--- src/common/switch_pkg.sv ---
`default_nettype none

package switch_pkg;

    // status bit order: main, vc0, vc1, d0, d1
    localparam int NUM_FIFOS = 5;
    localparam logic [NUM_FIFOS-1:0] ALL_EMPTY = 5'b11111;

    localparam int MAIN_DEPTH = 4;
    localparam int VC_DEPTH = 16;
    localparam int DEST_DEPTH = 4;

    localparam logic [1:0] MF_AF_DEFAULT = 2'd2;
    localparam logic [1:0] MF_AE_DEFAULT = 2'd2;
    localparam logic [3:0] VC_AF_DEFAULT = 4'd10;
    localparam logic [3:0] VC_AE_DEFAULT = 4'd3;
    localparam logic [1:0] D_AF_DEFAULT = 2'd2;
    localparam logic [1:0] D_AE_DEFAULT = 2'd2;

    typedef struct packed {
        logic       vc;
        logic       dest;
        logic [3:0] data;
    } flit_t;

    typedef struct packed {
        logic [1:0] mf_af;
        logic [1:0] mf_ae;
        logic [3:0] vc_af;
        logic [3:0] vc_ae;
        logic [1:0] d_af;
        logic [1:0] d_ae;
    } thresh_t;

    typedef struct packed {
        logic [NUM_FIFOS-1:0] empty;
        logic [NUM_FIFOS-1:0] error;
    } fifo_status_t;

    typedef enum logic [4:0] {
        RESET  = 5'b00001,
        INIT   = 5'b00010,
        IDLE   = 5'b00100,
        ACTIVE = 5'b01000,
        ERROR  = 5'b10000
    } link_state_t;

    localparam thresh_t THRESH_DEFAULT = '{
        mf_af: MF_AF_DEFAULT,
        mf_ae: MF_AE_DEFAULT,
        vc_af: VC_AF_DEFAULT,
        vc_ae: VC_AE_DEFAULT,
        d_af:  D_AF_DEFAULT,
        d_ae:  D_AE_DEFAULT
    };

endpackage

`default_nettype wire
--- src/source/switch_top.sv ---
`timescale 1ns/100ps
`default_nettype none

module switch_top (
    input  wire                                 clk,
    input  wire                                 reset_L,
    input  wire                                 init_i,
    input  wire switch_pkg::thresh_t            thresh_i,
    input  wire                                 push_i,
    input  wire switch_pkg::flit_t              push_data_i,
    input  wire [1:0]                           pop_i,
    output wire switch_pkg::flit_t [1:0]        dest_data_o,
    output wire [1:0]                           dest_empty_o,
    output wire [switch_pkg::NUM_FIFOS-1:0]     error_o,
    output wire                                 idle_o,
    output wire                                 active_o,
    output wire switch_pkg::thresh_t            thresh_o,
    output wire                                 main_af_o,
    output wire                                 main_ae_o
);

    wire switch_pkg::fifo_status_t   status;
    wire                             run;
    wire switch_pkg::flit_t          main_head;
    wire                             main_pop;
    wire                             main_empty;
    wire                             main_err;
    wire switch_pkg::flit_t          vc_in;
    wire switch_pkg::flit_t [1:0]    vc_head;
    wire [1:0]                       vc_push;
    wire [1:0]                       vc_pop;
    wire [1:0]                       vc_empty;
    wire [1:0]                       vc_afull;
    wire [1:0]                       vc_err;
    wire switch_pkg::flit_t          dest_in;
    wire [1:0]                       dest_push;
    wire [1:0]                       dest_afull;
    wire [1:0]                       dest_err;

    assign status.empty = {dest_empty_o, vc_empty, main_empty};
    assign status.error = {dest_err, vc_err, main_err};

    flow_fifo #(.DEPTH(switch_pkg::MAIN_DEPTH)) i_main_fifo (
        .clk            (clk),
        .reset_L        (reset_L),
        .push_i         (push_i),
        .data_i         (push_data_i),
        .pop_i          (main_pop),
        .af_thresh_i    (thresh_o.mf_af),
        .ae_thresh_i    (thresh_o.mf_ae),
        .data_o         (main_head),
        .empty_o        (main_empty),
        .almost_full_o  (main_af_o),
        .almost_empty_o (main_ae_o),
        .error_o        (main_err)
    );

    vc_router i_vc_router (
        .clk          (clk),
        .reset_L      (reset_L),
        .run_i        (run),
        .main_data_i  (main_head),
        .main_empty_i (main_empty),
        .vc_afull_i   (vc_afull),
        .main_pop_o   (main_pop),
        .vc_push_o    (vc_push),
        .vc_data_o    (vc_in)
    );

    for (genvar i = 0; i < 2; i++) begin : g_vc
        flow_fifo #(.DEPTH(switch_pkg::VC_DEPTH)) i_vc_fifo (
            .clk            (clk),
            .reset_L        (reset_L),
            .push_i         (vc_push[i]),
            .data_i         (vc_in),
            .pop_i          (vc_pop[i]),
            .af_thresh_i    (thresh_o.vc_af),
            .ae_thresh_i    (thresh_o.vc_ae),
            .data_o         (vc_head[i]),
            .empty_o        (vc_empty[i]),
            .almost_full_o  (vc_afull[i]),
            .almost_empty_o (),
            .error_o        (vc_err[i])
        );
    end

    dest_arbiter i_dest_arbiter (
        .clk          (clk),
        .reset_L      (reset_L),
        .run_i        (run),
        .vc_data_i    (vc_head),
        .vc_empty_i   (vc_empty),
        .dest_afull_i (dest_afull),
        .vc_pop_o     (vc_pop),
        .dest_push_o  (dest_push),
        .dest_data_o  (dest_in)
    );

    for (genvar i = 0; i < 2; i++) begin : g_dest
        flow_fifo #(.DEPTH(switch_pkg::DEST_DEPTH)) i_dest_fifo (
            .clk            (clk),
            .reset_L        (reset_L),
            .push_i         (dest_push[i]),
            .data_i         (dest_in),
            .pop_i          (pop_i[i]),
            .af_thresh_i    (thresh_o.d_af),
            .ae_thresh_i    (thresh_o.d_ae),
            .data_o         (dest_data_o[i]),
            .empty_o        (dest_empty_o[i]),
            .almost_full_o  (dest_afull[i]),
            .almost_empty_o (),
            .error_o        (dest_err[i])
        );
    end

    link_fsm i_link_fsm (
        .clk      (clk),
        .reset_L  (reset_L),
        .init_i   (init_i),
        .status_i (status),
        .thresh_i (thresh_i),
        .thresh_o (thresh_o),
        .error_o  (error_o),
        .idle_o   (idle_o),
        .active_o (active_o),
        .run_o    (run)
    );

endmodule

`default_nettype wire

--- src/source/dest_arbiter.sv ---
`timescale 1ns/100ps
`default_nettype none

module dest_arbiter (
    input  wire                          clk,
    input  wire                          reset_L,
    input  wire                          run_i,
    input  wire switch_pkg::flit_t [1:0] vc_data_i,
    input  wire [1:0]                    vc_empty_i,
    input  wire [1:0]                    dest_afull_i,
    output logic [1:0]                   vc_pop_o,
    output logic [1:0]                   dest_push_o,
    output switch_pkg::flit_t            dest_data_o
);

    logic       ptr;
    logic       sel;
    logic       grant;
    logic [1:0] eligible;

    // skip a channel whose head targets a nearly full destination
    always_comb begin
        for (int i = 0; i < 2; i++) begin
            eligible[i] = run_i && !vc_empty_i[i] && !dest_afull_i[vc_data_i[i].dest];
        end
    end

    assign sel = eligible[ptr] ? ptr : !ptr;
    assign grant = |eligible;
    assign vc_pop_o = grant ? (2'b01 << sel) : 2'b00;

    always_ff @(posedge clk) begin
        if (!reset_L) begin
            ptr <= 1'b0;
            dest_push_o <= 2'b00;
        end else begin
            if (grant) begin
                dest_push_o <= 2'b01 << vc_data_i[sel].dest;
                // other channel goes first next time
                ptr <= !sel;
            end else begin
                dest_push_o <= 2'b00;
            end
        end
    end

    always_ff @(posedge clk) begin
        if (grant) begin
            dest_data_o <= vc_data_i[sel];
        end
    end

endmodule

`default_nettype wire

--- src/source/vc_router.sv ---
`timescale 1ns/100ps
`default_nettype none

module vc_router (
    input  wire                     clk,
    input  wire                     reset_L,
    input  wire                     run_i,
    input  wire switch_pkg::flit_t  main_data_i,
    input  wire                     main_empty_i,
    input  wire [1:0]               vc_afull_i,
    output logic                    main_pop_o,
    output logic [1:0]              vc_push_o,
    output switch_pkg::flit_t       vc_data_o
);

    // head moves only if its target vc has room
    assign main_pop_o = run_i && !main_empty_i && !vc_afull_i[main_data_i.vc];

    always_ff @(posedge clk) begin
        if (!reset_L) begin
            vc_push_o <= 2'b00;
        end else if (main_pop_o) begin
            vc_push_o <= 2'b01 << main_data_i.vc;
        end else begin
            vc_push_o <= 2'b00;
        end
    end

    always_ff @(posedge clk) begin
        if (main_pop_o) begin
            vc_data_o <= main_data_i;
        end
    end

endmodule

`default_nettype wire

--- src/control/link_fsm.sv ---
`timescale 1ns/100ps
`default_nettype none

module link_fsm (
    input  wire                                  clk,
    input  wire                                  reset_L,
    input  wire                                  init_i,
    input  wire switch_pkg::fifo_status_t        status_i,
    input  wire switch_pkg::thresh_t             thresh_i,
    output switch_pkg::thresh_t                  thresh_o,
    output logic [switch_pkg::NUM_FIFOS-1:0]     error_o,
    output logic                                 idle_o,
    output logic                                 active_o,
    output logic                                 run_o
);

    switch_pkg::link_state_t state;
    switch_pkg::link_state_t state_next;

    logic [switch_pkg::NUM_FIFOS-1:0] err_cap;
    logic                             fault;

    assign fault = |status_i.error;

    always_comb begin
        state_next = state;
        case (state)
            switch_pkg::RESET: begin
                state_next = switch_pkg::INIT;
            end
            switch_pkg::INIT: begin
                if (!init_i) begin
                    state_next = switch_pkg::IDLE;
                end
            end
            switch_pkg::IDLE, switch_pkg::ACTIVE: begin
                if (fault) begin
                    state_next = switch_pkg::ERROR;
                end else if (init_i) begin
                    state_next = switch_pkg::INIT;
                end else if (status_i.empty == switch_pkg::ALL_EMPTY) begin
                    state_next = switch_pkg::IDLE;
                end else begin
                    state_next = switch_pkg::ACTIVE;
                end
            end
            // only reset leaves ERROR
            switch_pkg::ERROR: begin
                state_next = switch_pkg::ERROR;
            end
            default: begin
                state_next = switch_pkg::RESET;
            end
        endcase
    end

    always_ff @(posedge clk) begin
        if (!reset_L) begin
            state <= switch_pkg::RESET;
            thresh_o <= switch_pkg::THRESH_DEFAULT;
            err_cap <= '0;
        end else begin
            state <= state_next;
            if (state == switch_pkg::INIT) begin
                thresh_o <= thresh_i;
            end
            // captured on the edge into ERROR
            if (run_o && fault) begin
                err_cap <= status_i.error;
            end
        end
    end

    assign idle_o = (state == switch_pkg::IDLE);
    assign active_o = (state == switch_pkg::ACTIVE);
    assign run_o = idle_o || active_o;
    assign error_o = err_cap;

endmodule

`default_nettype wire

--- src/source/flow_fifo.sv ---
`timescale 1ns/100ps
`default_nettype none

module flow_fifo #(
    parameter int DEPTH = 4
) (
    input  wire                       clk,
    input  wire                       reset_L,
    input  wire                       push_i,
    input  wire switch_pkg::flit_t    data_i,
    input  wire                       pop_i,
    input  wire [$clog2(DEPTH)-1:0]   af_thresh_i,
    input  wire [$clog2(DEPTH)-1:0]   ae_thresh_i,
    output switch_pkg::flit_t         data_o,
    output logic                      empty_o,
    output logic                      almost_full_o,
    output logic                      almost_empty_o,
    output logic                      error_o
);

    switch_pkg::flit_t mem [DEPTH];

    logic [$clog2(DEPTH)-1:0] wr_ptr;
    logic [$clog2(DEPTH)-1:0] rd_ptr;
    logic [$clog2(DEPTH):0]   count;
    logic                     full;
    logic                     do_push;
    logic                     do_pop;

    // msb of count is set only at DEPTH, depth is a power of two
    assign full = count[$clog2(DEPTH)];
    assign empty_o = (count == '0);
    assign almost_full_o = (count >= {1'b0, af_thresh_i});
    assign almost_empty_o = (count <= {1'b0, ae_thresh_i});

    // illegal accesses are dropped
    assign do_push = push_i && !full;
    assign do_pop = pop_i && !empty_o;

    assign data_o = mem[rd_ptr];

    always_ff @(posedge clk) begin
        if (do_push) begin
            mem[wr_ptr] <= data_i;
        end
    end

    always_ff @(posedge clk) begin
        if (!reset_L) begin
            wr_ptr <= '0;
            rd_ptr <= '0;
            count <= '0;
            error_o <= 1'b0;
        end else begin
            if (do_push) begin
                wr_ptr <= wr_ptr + 1'b1;
            end
            if (do_pop) begin
                rd_ptr <= rd_ptr + 1'b1;
            end
            if (do_push && !do_pop) begin
                count <= count + 1'b1;
            end else if (do_pop && !do_push) begin
                count <= count - 1'b1;
            end
            // sticky until reset
            if ((push_i && full) || (pop_i && empty_o)) begin
                error_o <= 1'b1;
            end
        end
    end

endmodule

`default_nettype wire

--- config.mk ---
export PLATFORM = sky130hd
export DESIGN_NAME = switch_top
export DESIGN_NICKNAME = d
export VERILOG_FILES = /design/src/common/switch_pkg.sv /design/src/source/switch_top.sv /design/src/source/dest_arbiter.sv /design/src/source/vc_router.sv /design/src/control/link_fsm.sv /design/src/source/flow_fifo.sv
export SDC_FILE = /design/constraint.sdc
export NUM_CORES = 1
export LEC_CHECK = 0
export BUFFER_PORTS_ARGS = -buffer_cell sky130_fd_sc_hd__clkbuf_2
export CORE_MARGIN = 3
export CORE_UTILIZATION = 50
export DETAILED_ROUTE_END_ITERATION = 12
export PLACE_DENSITY = 0.67
export SYNTH_ARGS = -nofsm -noshare
export SYNTH_HDL_FRONTEND = slang
export SYNTH_SLANG_ARGS = --single-unit
--- constraint.sdc ---
create_clock -name clk -period 7.4 [get_ports clk]
set_input_delay 0.37 -clock clk [delete_from_list [all_inputs] [get_ports clk]]
set_output_delay 0.37 -clock clk [all_outputs]
set_load 0.05 [all_outputs]
# == Yosys cells after proc, flatten, opt, wreduce, memory -nomap -nowiden ==
# Memory sizes are Yosys's and may differ from the RTL's. A register that Yosys moved wholly into a read port is not among the register bits.
# Index checks and enable logic that the tools add are counted.
# word_totals
input_bits,28
wordCells,213
ff_bits,95
memories,5
ramBits,264
# op_classes
n_eq_ne,7
order_cmp,11
reduce_logical,83
mux,47
add_sub_neg,20
shifts,3
# mem_list
name,depth,word_bits,rd,rd_ports_with_merged_regs,wr,line_no,text
g_vc[0].i_vc_fifo.mem,16,6,1,1,1,flow_fifo.sv:21,switch_pkg::flit_t mem [DEPTH];
g_vc[1].i_vc_fifo.mem,16,6,1,1,1,flow_fifo.sv:21,
g_dest[0].i_dest_fifo.mem,4,6,1,1,1,flow_fifo.sv:21,
g_dest[1].i_dest_fifo.mem,4,6,1,1,1,flow_fifo.sv:21,
i_main_fifo.mem,4,6,1,1,1,flow_fifo.sv:21,
# ops
cell,count
$logic_and A1 B1 Y1,37
$mux W5,7
$logic_not A1 Y1,25
$mux W4,5
$pmux W5 S4,1
$mux W1,19
$mux W3,6
$add A4 B1 Y4 const B,4
$mux W2,7
$add A2 B1 Y2 const B,6
$mux W6,2
$add A5 B1 Y5 const B,2
$eq A5 B5 Y1 const B,2
$ge A5 B4 Y1,2
$logic_not A5 Y1,2
$lt A1 B2 Y1 const B,5
$reduce_bool A2 Y1,5
$sub A5 B1 Y5 const B,2
$add A3 B1 Y3 const B,3
$ge A3 B2 Y1,3
$logic_not A3 Y1,3
$sub A3 B1 Y3 const B,3
$logic_or A1 B1 Y1,6
$shl A1 B1 Y2 const A,3
other kinds (9),11

# == Depth between registers and ports, before layout ==
# Gate-level depths: netlist of run 1.
# depth
ltp_word,14
depth_mapped,15
mapped_depth_nobuf,15

# == Cells and area by module ==
# Synthesis of run 1 repeated with hierarchy kept, for this count alone.
# hier_totals
hier_cells,1022
hier_area_um2,15797.7
# by_module_without_submodules
mod,area_per_inst_um2,cells_per_inst,instances,seq_area_each_um2
flow_fifo (g_vc[0].i_vc_fifo ...),4760.8,284,2,3243.1
flow_fifo (g_dest[0].i_dest_fifo ...),1468.9,92,3,920.9
link_fsm,1116.1,130,1,520.5
dest_arbiter,470.5,33,1,240.2
vc_router,267.8,13,1,220.2
switch_top,15.0,2,1,0.0

# == Worst setup path before layout of run 1 ==
# OpenSTA, ideal clock, no wires.
# synth_path
kind,register to register
from,"reg, netlist name i_link_fsm.thresh_o[3]"
to,reg g_vc[0].i_vc_fifo.count[4]
period_less_slack_ps,3921
stages_incl_launch_ff,15
t_required_ps,7330
arrival_time_ps,3851
path_buffers,0
path_slack_ps,3479
cell_sequence,dfxtp_1 inv_1 ha_1 or2_1 a2111oi_1 mux2i_4 o311ai_4 ha_1 inv_1 ha_1 a21o_1 a21oi_1 xnor2_1 or3_1 a21boi_1
# synth_between
elab_chain_cells,14
# synth_lines
element,line_no,text
$ge A3 B2 Y1,flow_fifo.sv:33,"assign almost_full_o = (count >= {1'b0, af_thresh_i});"
$mux W1 (implied by the code) (2 in a row),dest_arbiter.sv:24,eligible[i] = run_i && !vc_empty_i[i] && !dest_afull_i[vc_data_i[i].dest];
$logic_not A1 Y1,dest_arbiter.sv:24,
$logic_and A1 B1 Y1,dest_arbiter.sv:24,
$mux W1 (implied by the code) (2 in a row),dest_arbiter.sv:28,assign sel = eligible[ptr] ? ptr : !ptr;
$mux W1,dest_arbiter.sv:28,
$shl A1 B1 Y2,dest_arbiter.sv:30,assign vc_pop_o = grant ? (2'b01 << sel) : 2'b00;
$mux W2 (*),dest_arbiter.sv:30,
$logic_and A1 B1 Y1 (*),flow_fifo.sv:38,assign do_pop = pop_i && !empty_o;
$logic_not A1 Y1,flow_fifo.sv:61,if (do_push && !do_pop) begin
$logic_and A1 B1 Y1,flow_fifo.sv:61,
$mux W5 or $reduce_bool A2 Y1 (tied branches),--,
end signal: assignment,flow_fifo.sv:62,count <= count + 1'b1;
end signal: assignment,flow_fifo.sv:64,count <= count - 1'b1;
end: declaration,flow_fifo.sv:25,logic [$clog2(DEPTH):0] count;
# Every way passes the cells marked *; elsewhere a longest branch is shown, timed or not. The select of a mux whose other input is x is not followed.
# A chain may end at the register's enable or synchronous reset.

==> results by group, run 1 <==
Outcome
  • Status: completed

Detailed routing
  • WL final: 27,500 microns
  • Starting DRT DRC Count: 525
  • Final ANT Viol Nets: 0
  • Routed len/inst: 19.3 microns
  • DRC: 0
  • Vias/cell: roughly 5.4
  • DR pass1 iterations: 4
  • Via count: 7,702

Yosys
  • FF+latch count, synth: 373
  • Syn Inst Count: 943
  • Post-synth EDFFs: 276
  • Cell Area, Synth: 15,200 sq um
  • Main area contributors after synthesis: edfxtp_1 (54%), dfxtp_1 (13%), mux4_2 (12%)
  • Netlist cell types: 53
  • Mapped Avg Cell Area: 16.1 sq um
  • Post-synth ARST share: 0
  • Post-synth top flop: edfxtp_1
  • Net Count, Synth: between 1,000 and 1,500
  • Synth top area share: 0.545
  • Area leader, netlist: edfxtp_1
  • Warnings, synthesis: 0
  • Post-synthesis sequential area ratio: 0.672

Pwr
  • Sw Share: 0.230
  • Seq pwr share: 0.499
  • LEAKAGE: 5.89 nW
  • Comb power frac: 0.086
  • Internal power: between 3 and 4 mW
  • Sw Pwr: 1.07 mW
  • Clk network pwr share: 0.415
  • VDD IR max: 0.219 mV
  • Pwr/cell area: about 270 nW/um^2

Timing
  • RSZ-0062 raised after global routing: no
  • Slew HR: 0.149
  • Total negative setup slack: 0 ps
  • Final setup fails: 0
  • Final worst clock skew: 16.7 ps
  • Final hold vios: 0
  • FMAX: between 200 and 250 MHz
  • Crit share post-route: 0.580
  • Hold slack: 65.8 ps
  • Slew @ Worst Pin: approximately 1300 ps
  • Minimum clock period: 4290 ps
  • Slew Limit Fails: 0

Final layout
  • Share of layout cells above drive strength 1: 0.205
  • Most common cell after layout, fill and taps aside: edfxtp_1
  • Most frequent cells in the layout: edfxtp_1 (276), dfxtp_1 (97), mux4_2 (78)
  • FILL cells: 2,295
  • Nets: 1,093
  • Area growth, synth to finish: 12.8%
  • Post-Layout Cell Count: 1,429
  • N_diodes: 0

Global route
  • First-pass GRT wire length: 44,400 microns
  • GRT Residual Overflow: 0
  • Initial antenna violation count: 0
  • Overall routing resource usage: 0.172
  • Number of global-route vias before repair: roughly 7,900
  • Largest net degree at the start of global routing: 94

Placed design
  • Dpl cells: 1,360
  • HPWL after DPL: 18,500 microns
  • GP Congestion: 0.762
  • PortBufs: 66

Worst setup path
  • Crit Path Max Fanout: 9
  • FF-to-FF End: g_vc[1].i_vc_fifo.count[4]$_SDFFE_PN0P_
  • Type of element capturing the critical path: flop
  • Startpoint Class: flop
  • WS Path Type: flop to flop
  • FF-to-FF path depth: 13
  • Arrival time of the worst setup path: approximately 4700 ps
  • Reg2reg setup slack: 3110 ps
  • Critical path required time: slightly below 8000 ps

Clocking
  • Clock Pin Slew Worst Setup and Hold Paths: ~60 ps
  • Total CTS buffers: 38
  • TritonCTS clock tree: done
  • Setup bufs post-CTS: 0
  • H-tree depth: 2
  • Hold-fix buffers, CTS: 0
  • Post-CTS Resized: 0
  • Buffers from clock root to sink, at most: 3
  • Clock sinks: 373
  • Clock latency on the worst-skew pair: 520 ps
  • Clock root cell: clkbuf_16

Min path
  • Worst hold endpoint: i_link_fsm.thresh_o[4]$_SDFFE_PN1N_
  • Hold depth: 3
  • Hold Startpoint: thresh_i[4]
  • Worst hold path type: primary input to flop

Floorplan
  • Die height: 180 microns
  • Placeable core area: about 30,000 sq um
  • Cell Rows: between 60 and 70
  • Starting Density: 0.511
  • Top-level port count: 67
  • Die W: 180 microns
  • Die area: 32,600 sq um

Job
  • Maximum capacitance violations: 0
sequential cells by signal, summed over array words and instances (netlist names), 8 cells and up, named ones only:
signal,count
i_main_fifo.mem,24
g_dest.i_dest_fifo.mem,48
g_vc.i_vc_fifo.wr_ptr,8
g_vc.i_vc_fifo.mem,192
g_vc.i_vc_fifo.count,10
i_link_fsm.thresh_o,16
g_vc.i_vc_fifo.rd_ptr,8
metal layers:
layer	routed length [microns]	track usage	part of all wire	up-vias
met2	13800	0.289	0.50	150
met1	12100	0.236	0.44	3824
met5	0	0	0	-
met3	1160	0.0321	0.042	46
met4	536	0.0427	0.019	0
li1	-	-	-	3682
area by class of cell:
class,instances,area (sq um),share of cell area
Tap cell,390,488,0.0284
Clock inverter,21,210,0.0122
Timing Repair Buffer,70,360,0.0210
Clock buffer,48,1070,0.0624
Sequential cell,373,10200,0.596
Inverter,35,131,0.00765
Multi-Input combinational cell,492,4680,0.273
stage by stage:
step	total power, mW	setup slack [ps]	util	area, sq um
floorplan	2.69	3480	-	15200
finish	4.65	3110	0.576	17200
CTS	4.71	3090	0.576	17200
detailed placement	2.77	3110	0.533	15900
global placement	2.77	3180	0.533	15900
global route	4.83	2800	0.576	17200
cell families (layout without fill, tap and decap cells):
logic type      count (synthesis)  after routing  synth area share
compound gates                 81             81            0.0377
mux                            91             91             0.126
flops                         373            373             0.672
xor+xnor                       33             33            0.0190
fa+ha+maj                      55             55            0.0477
buf+inv                        78            174            0.0203
simple gates                  232            232            0.0775
Yosys cell counts (all sizes together), types with 6 or more instances:
cell type	number
or3	11
o21ai	18
inv	35
nor3	13
xor2	8
nor2	40
clkbuf	31
xnor2	25
ha	50
nand2	61
edfxtp	276
a21boi	16
and2	47
mux4	78
nand2b	10
a21oi	17
nor2b	25
buf	12
a21o	7
nand3	11
mux2i	6
dfxtp	97
mux2	7
worst max path at each step:
stage | from | end
finish | flop | g_vc[1].i_vc_fifo.count[4]$_SDFFE_PN0P_
global route | flop | g_vc[0].i_vc_fifo.count[4]$_SDFFE_PN0P_
CTS | flop | g_vc[1].i_vc_fifo.count[4]$_SDFFE_PN0P_
detailed placement | flop | g_vc[1].i_vc_fifo.count[4]$_SDFFE_PN0P_
global placement | flop | g_vc[1].i_vc_fifo.count[4]$_SDFFE_PN0P_
floorplan | i_link_fsm.thresh_o[3]$_SDFFE_PN1N_ | g_vc[0].i_vc_fifo.count[4]$_SDFFE_PN0P_
power by group through the flow:
stage,clock (mW),combinational [mW],sequential (mW)
after floorplan,0,0.318,2.37
after global placement,0,0.399,2.37
after detailed placement,0,0.403,2.37
after CTS,1.98,0.407,2.32
after global routing,2.06,0.445,2.33
final,1.93,0.400,2.32
critical path: stages (launching register included):
cell	delay, ps
dfxtp_1	660
mux4_2	580
mux4_2	550
mux2_4	370
a311oi_4	400
inv_2	80
ha_1	250
inv_1	150
ha_1	290
a21o_1	190
a21oi_1	160
xnor2_1	90
or3_1	310
a21boi_1	140
No activity file was read; power rests on OpenSTA's default activity.
==> inputs of run 2 (changes only) <==
Clock period 7.4 ns to 4.2 ns, I/O delays scaled along.
==> results by group, run 2 (synthesis gave the netlist of run 1 again) <==
Floorplan
  • Top-level port count: 67 (unchanged)
  • Placeable core area: 29,800 sq um (unchanged)
  • Die height: 180 microns (unchanged)
  • Cell Rows: 63 (unchanged)
  • Die W: 180 microns (unchanged)
  • Die area: 32,600 sq um (unchanged)
  • Starting Density: 0.511 (unchanged)

Pwr
  • Seq pwr share: 0.499 (about the same)
  • VDD IR max: 0.465 mV (+110%)
  • Internal power: 6.32 mW (+76%)
  • Sw Share: 0.230 (-0.000331)
  • Sw Pwr: 1.88 mW (+76%)
  • Pwr/cell area: 469 nW/um^2 (+73%)
  • LEAKAGE: 6.03 nW (+2.4%)
  • Comb power frac: 0.089 (+0.003)
  • Clk network pwr share: 0.412 (-0.003)

Placed design
  • DP Area: 16,000 sq um (+0.38%)
  • Place WS: 264 ps (-2850 ps)
  • PortBufs: 66 (unchanged)
  • GP Congestion: 0.776 (+1.9%)
  • HPWL after DPL: 18,200 microns (-1.5%)
  • Dpl cells: 1,368 (+0.59%)

Global route
  • Overall routing resource usage: 0.171 (-0.00154)
  • GRT Residual Overflow: 0 (unchanged)
  • Number of global-route vias before repair: 8,039 (+1.4%)
  • Largest net degree at the start of global routing: 50 (-47%)
  • First-pass GRT wire length: 44,400 microns (about the same)
  • Initial antenna violation count: 0 (unchanged)

Outcome
  • Status: completed

Worst setup path
  • CP Cell Sequence: mux4_2, mux4_2, mux2_4, a311oi_4, inv_2, ha_1, inv_1, ha_1, a21o_1, a21oi_1, xnor2_1, or3_1, a21boi_1
  • CP max-delay cell: mux4_2
  • FF-to-FF path depth: 13 (unchanged)
  • Crit Path Max Fanout: 5 (-4)
  • WS Path Type: flop to flop
  • CP peak stage delay: 550 ps (-110 ps)
  • Top delay family on crit path: multiplexers
  • Startpoint Class: flop
  • Cell count along the critical path: 13 (unchanged)
  • Critical path required time: 4660 ps (-3180 ps)
  • Arrival time of the worst setup path: 4410 ps (-320 ps)
  • Type of element capturing the critical path: flop
  • Buf/Inv on CP: 2 (unchanged)

Timing
  • Final worst clock skew: 10.6 ps (-6.16 ps)
  • Slew Limit Fails: 0 (unchanged)
  • FMAX: 253 MHz (+8.3%)
  • Worst setup margin: 241 ps (-2870 ps)
  • Slew @ Worst Pin: 1190 ps (-72.1 ps)
  • Final hold vios: 0 (unchanged)
  • Minimum clock period: 3960 ps (-330 ps)
  • Final setup fails: 0 (unchanged)
  • RSZ-0062 raised after global routing: no
  • Total negative setup slack: 0 ps (unchanged)
  • Crit share post-route: 0.943 (+0.363)
  • Slew HR: 0.197 (+0.0484)

Clocking
  • Clock latency on the worst-skew pair: 520 ps (about the same)
  • H-tree depth: 2 (unchanged)
  • Clock Pin Slew Worst Setup and Hold Paths: 60 ps (about the same)
  • Clock sinks: 373 (unchanged)
  • Buffers from clock root to sink, at most: 3 (unchanged)
  • Hold-fix buffers, CTS: 25 (+25)
  • Total CTS buffers: 39 (+2.6%)
  • TritonCTS clock tree: done
  • Clock root cell: clkbuf_16
  • Post-CTS Resized: 0 (unchanged)
  • Setup bufs post-CTS: 0 (unchanged)

Final layout
  • Largest registers: g_vc.i_vc_fifo.mem (192), g_dest.i_dest_fifo.mem (48), i_main_fifo.mem (24)
  • FILL cells: 2,264 (-1.4%)
  • Nets: 1,127 (+3.1%)
  • Post-Layout Cell Count: 1,464 (+2.4%)
  • Largest register FFs: 192 (unchanged)
  • Area growth, synth to finish: 14.8%
  • N_diodes: 0 (unchanged)
  • Most frequent cells in the layout: edfxtp_1 (276), dfxtp_1 (97), mux4_2 (78)
  • Share of layout cells above drive strength 1: 0.206 (+0.000768)
  • Register bank with the most flops: g_vc.i_vc_fifo.mem
  • Area of the multi-input gates: 4680 sq um (unchanged)
  • FF+latch area: 10,200 sq um (unchanged)
  • Most common cell after layout, fill and taps aside: edfxtp_1
  • Final instance area: 17,500 sq um (+1.7%)

Detailed routing
  • WL final: 27,200 microns (-1.1%)
  • Routed len/inst: 18.6 microns (-3.5%)
  • Final ANT Viol Nets: 0 (unchanged)
  • DRC: 0 (unchanged)
  • Starting DRT DRC Count: 597 (+14%)
  • Vias/cell: 5.34 (-0.96%)
  • DR pass1 iterations: 6 (+2)
  • Via count: 7,815 (+1.5%)

Min path
  • Hold depth: 3 (unchanged)
  • Worst hold path type: primary input to flop

Job
  • Maximum capacitance violations: 0 (unchanged)
-- run 2: worst paths after layout --
check / start / to / slack (ps)
hold reg to reg: i_link_fsm.thresh_o[0]$_SDFFE_PN0N_ / i_link_fsm.thresh_o[0]$_SDFFE_PN0N_ / 450
setup reg to reg: flop / g_vc[1].i_vc_fifo.count[4]$_SDFFE_PN0P_ / 240
setup / recovery: flop / g_vc[1].i_vc_fifo.count[4]$_SDFFE_PN0P_ / 240
hold / removal: pop_i[1] / g_dest[1].i_dest_fifo.error_o$_SDFFE_PN0P_ / 30
-- run 2: tightest hold or removal path: cells and delay by family --
family | cells | cell delay [ps]
buffers and inverters | 1 | 110
and+or+nand+nor | 1 | 110
AOI/OAI and AO/OA | 1 | 80
-- run 2: layout make-up --
class / count / share of cell area
multi-input combinational: 492 / 0.268
timing repair buffer: 103 / 0.0384
inverter: 35 / 0.00752
clock buffer: 55 / 0.0616
clock inverter: 16 / 0.0110
sequential: 373 / 0.586
tap: 390 / 0.0279
-- run 2: power groups by stage --
stage / Sequential, mW / Combinational [mW] / Clock (mW)
floorplan: 4.18 / 0.561 / 0
detailed placement: 4.17 / 0.713 / 0
global placement: 4.17 / 0.697 / 0
CTS: 4.10 / 0.735 / 3.47
finish: 4.09 / 0.725 / 3.38
global route: 4.11 / 0.799 / 3.62
-- run 2: per-stage QoR --
stage / hold WS [ps] / util / total power [mW]
2_1_floorplan: 286 / - / 4.74
3_3_place_gp: 419 / 0.535 / 4.87
3_5_place_dp: 425 / 0.535 / 4.89
5_1_grt: 31.0 / 0.586 / 8.53
4_1_cts: 14.9 / 0.586 / 8.30
6_report: 30.6 / 0.586 / 8.20
-- run 2: layer usage --
| layer | vias up | wire length [microns] | GRT usage |
|---|---|---|---|
| met3 | 49 | 812 | 0.0248 |
| met1 | 3895 | 12200 | 0.235 |
| met4 | 0 | 743 | 0.0528 |
| li1 | 3748 | - | - |
| met5 | - | 0 | 0 |
| met2 | 123 | 13400 | 0.285 |
==> inputs of run 3 (changes only) <==
==> constraint.sdc (replaced) <==
create_clock -name clk -period 4.2 [get_ports clk]
set_input_delay 0.42 -clock clk [delete_from_list [all_inputs] [get_ports clk]]
set_output_delay 0.42 -clock clk [all_outputs]
set_load 0.05 [all_outputs]
==> results by group, run 3 (synthesis gave the netlist of run 1 again) <==
Outcome
  • Status: completed

Final layout
  • Most frequent cells in the layout: edfxtp_1 (276), dfxtp_1 (97), mux4_2 (78)
  • Largest registers: g_vc.i_vc_fifo.mem (192), g_dest.i_dest_fifo.mem (48), i_main_fifo.mem (24)
  • Area growth, synth to finish: 13.4%
  • Register bank with the most flops: g_vc.i_vc_fifo.mem
  • Nets: 1,105 (-2.0%)
  • N_diodes: 0 (unchanged)
  • Most common cell after layout, fill and taps aside: edfxtp_1
  • Share of layout cells above drive strength 1: 0.214 (+0.00865)
  • Largest register FFs: 192 (unchanged)

Pwr
  • Pwr/cell area: 476 nW/um^2 (+1.5%)
  • Sw Share: 0.236 (+0.00645)
  • LEAKAGE: 5.92 nW (-1.8%)
  • Internal power: 6.28 mW (-0.62%)
  • Comb power frac: 0.086 (-0.003)
  • Sw Pwr: 1.94 mW (+3.0%)
  • Clk network pwr share: 0.416 (+0.004)
  • VDD IR max: 0.371 mV (-20%)
  • Seq pwr share: 0.498 (about the same)

Global route
  • Initial antenna violation count: 0 (unchanged)
  • Number of global-route vias before repair: 8,126 (+1.1%)
  • Largest net degree at the start of global routing: 56 (+12%)
  • Overall routing resource usage: 0.171 (+0.000559)
  • GRT Residual Overflow: 0 (unchanged)
  • First-pass GRT wire length: 44,600 microns (+0.29%)

Worst setup path
  • Type of element capturing the critical path: flop
  • Startpoint Class: flop
  • Critical path required time: 4660 ps (about the same)
  • FF-to-FF End: g_vc[1].i_vc_fifo.count[4]$_SDFFE_PN0P_
  • Crit Path Max Fanout: 5 (unchanged)
  • Arrival time of the worst setup path: 4380 ps (-30 ps)
  • WS Path Type: flop to flop
  • Reg2reg setup slack: 270 ps (+30 ps)
  • FF-to-FF path depth: 13 (unchanged)

Clocking
  • Buffers from clock root to sink, at most: 3 (unchanged)
  • Hold-fix buffers, CTS: 0 (-100%)
  • Clock sinks: 373 (unchanged)
  • Clock Pin Slew Worst Setup and Hold Paths: 60 ps (about the same)
  • Post-CTS Resized: 0 (unchanged)
  • Total CTS buffers: 41 (+5.1%)
  • H-tree depth: 2 (unchanged)
  • Setup bufs post-CTS: 0 (unchanged)
  • Clock root cell: clkbuf_16
  • Clock latency on the worst-skew pair: 520 ps (about the same)
  • TritonCTS clock tree: done

Min path
  • Hold depth: 3 (unchanged)
  • Hold Startpoint: thresh_i[2]
  • Worst hold endpoint: i_link_fsm.thresh_o[2]$_SDFFE_PN0N_
  • Worst hold path type: primary input to flop

Floorplan
  • Cell Rows: 63 (unchanged)
  • Starting Density: 0.511 (unchanged)
  • Top-level port count: 67 (unchanged)
  • Die area: 32,600 sq um (unchanged)
  • Die height: 180 microns (unchanged)
  • Die W: 180 microns (unchanged)
  • Placeable core area: 29,800 sq um (unchanged)

Placed design
  • PortBufs: 66 (unchanged)
  • GP Congestion: 0.778 (+0.23%)
  • HPWL after DPL: 18,400 microns (+1.1%)

Timing
  • Slew Limit Fails: 0 (unchanged)
  • Final worst clock skew: 16.8 ps (+6.23 ps)
  • Final hold vios: 0 (unchanged)
  • RSZ-0062 raised after global routing: no
  • Final setup fails: 0 (unchanged)
  • Hold slack: 118 ps (+87.0 ps)
  • Slew @ Worst Pin: 1170 ps (-25.2 ps)
  • Crit share post-route: 0.935 (-0.00716)
  • Total negative setup slack: 0 ps (unchanged)
  • Minimum clock period: 3930 ps (-30.1 ps)
  • FMAX: 255 MHz (+0.77%)
  • Slew HR: 0.214 (+0.0169)

Detailed routing
  • Vias/cell: 5.39 (+0.89%)
  • Via count: 7,777 (-0.49%)
  • WL final: 27,300 microns (+0.23%)
  • DRC: 0 (unchanged)
  • Starting DRT DRC Count: 579 (-3.0%)
  • Final ANT Viol Nets: 0 (unchanged)
  • DR pass1 iterations: 5 (-1)
  • Routed len/inst: 18.9 microns (+1.6%)

Job
  • Maximum capacitance violations: 0 (unchanged)
[run 3: cell count changes in the layout (fill, tap and decap cells not counted), sizes merged]
| cell | delta |
|---|---|
| clkinvlp | +7 |
| buf | +1 |
| clkbuf | -6 |
| clkinv | +6 |
| dlygate4sd3 | -25 |
| inv | -2 |
| bufinv | -1 |
[run 3: final cells by class]
| cell class | count | area (sq um) |
|---|---|---|
| clock buffer | 49 | 1080 |
| clock inverter | 26 | 220 |
| fill | 2298 | 12500 |
| inverter | 35 | 131 |
| multi-input combinational | 492 | 4680 |
| sequential | 373 | 10200 |
| tap | 390 | 488 |
| timing repair buffer | 79 | 428 |
[run 3: worst max path at each step]
stage	start	end	cells past startpoint
after floorplan	i_link_fsm.thresh_o[3]$_SDFFE_PN1N_	g_vc[0].i_vc_fifo.count[4]$_SDFFE_PN0P_	14
after global placement	flop	g_vc[1].i_vc_fifo.count[4]$_SDFFE_PN0P_	13
after detailed placement	flop	g_vc[1].i_vc_fifo.count[4]$_SDFFE_PN0P_	13
after CTS	flop	g_vc[1].i_vc_fifo.count[4]$_SDFFE_PN0P_	13
after global routing	flop	g_vc[1].i_vc_fifo.count[4]$_SDFFE_PN0P_	13
final	flop	g_vc[1].i_vc_fifo.count[4]$_SDFFE_PN0P_	13
[run 3: metal layers]
metal  share of wire  vias to the layer above  global-route usage
li1                -                     3701                   -
met3           0.041                       49              0.0262
met2            0.49                      149               0.291
met4           0.022                        0              0.0448
met5               0                        -                   0
met1            0.44                     3878               0.235
[run 3: worst max-delay path: stages, from the launching register on]
cell and delay, ps:
dfxtp_1 490, mux4_2 550, mux4_2 550, mux2_4 370, a311oi_4 300, inv_2 80, ha_1 230, inv_1 130
ha_1 290, a21o_1 200, a21oi_1 170, xnor2_1 80, or3_1 300, a21boi_1 140
[run 3: metrics by stage]
stage	instance area (sq um)	std cells	total power, mW	utilization	worst slack [ps]
floorplan	15200	943	4.74	-	279
global placement	16000	1369	4.87	0.536	309
detailed placement	16000	1369	4.88	0.536	283
CTS	17300	1444	8.30	0.579	227
global route	17300	1444	8.54	0.579	25.0
finish	17300	1444	8.22	0.579	271
[run 3: power by group through the flow]
stage,clock [mW],combinational [mW],sequential [mW]
finish,3.42,0.707,4.09
global route,3.66,0.781,4.11
CTS,3.49,0.715,4.10
detailed placement,0,0.711,4.17
global placement,0,0.699,4.17
floorplan,0,0.561,4.18
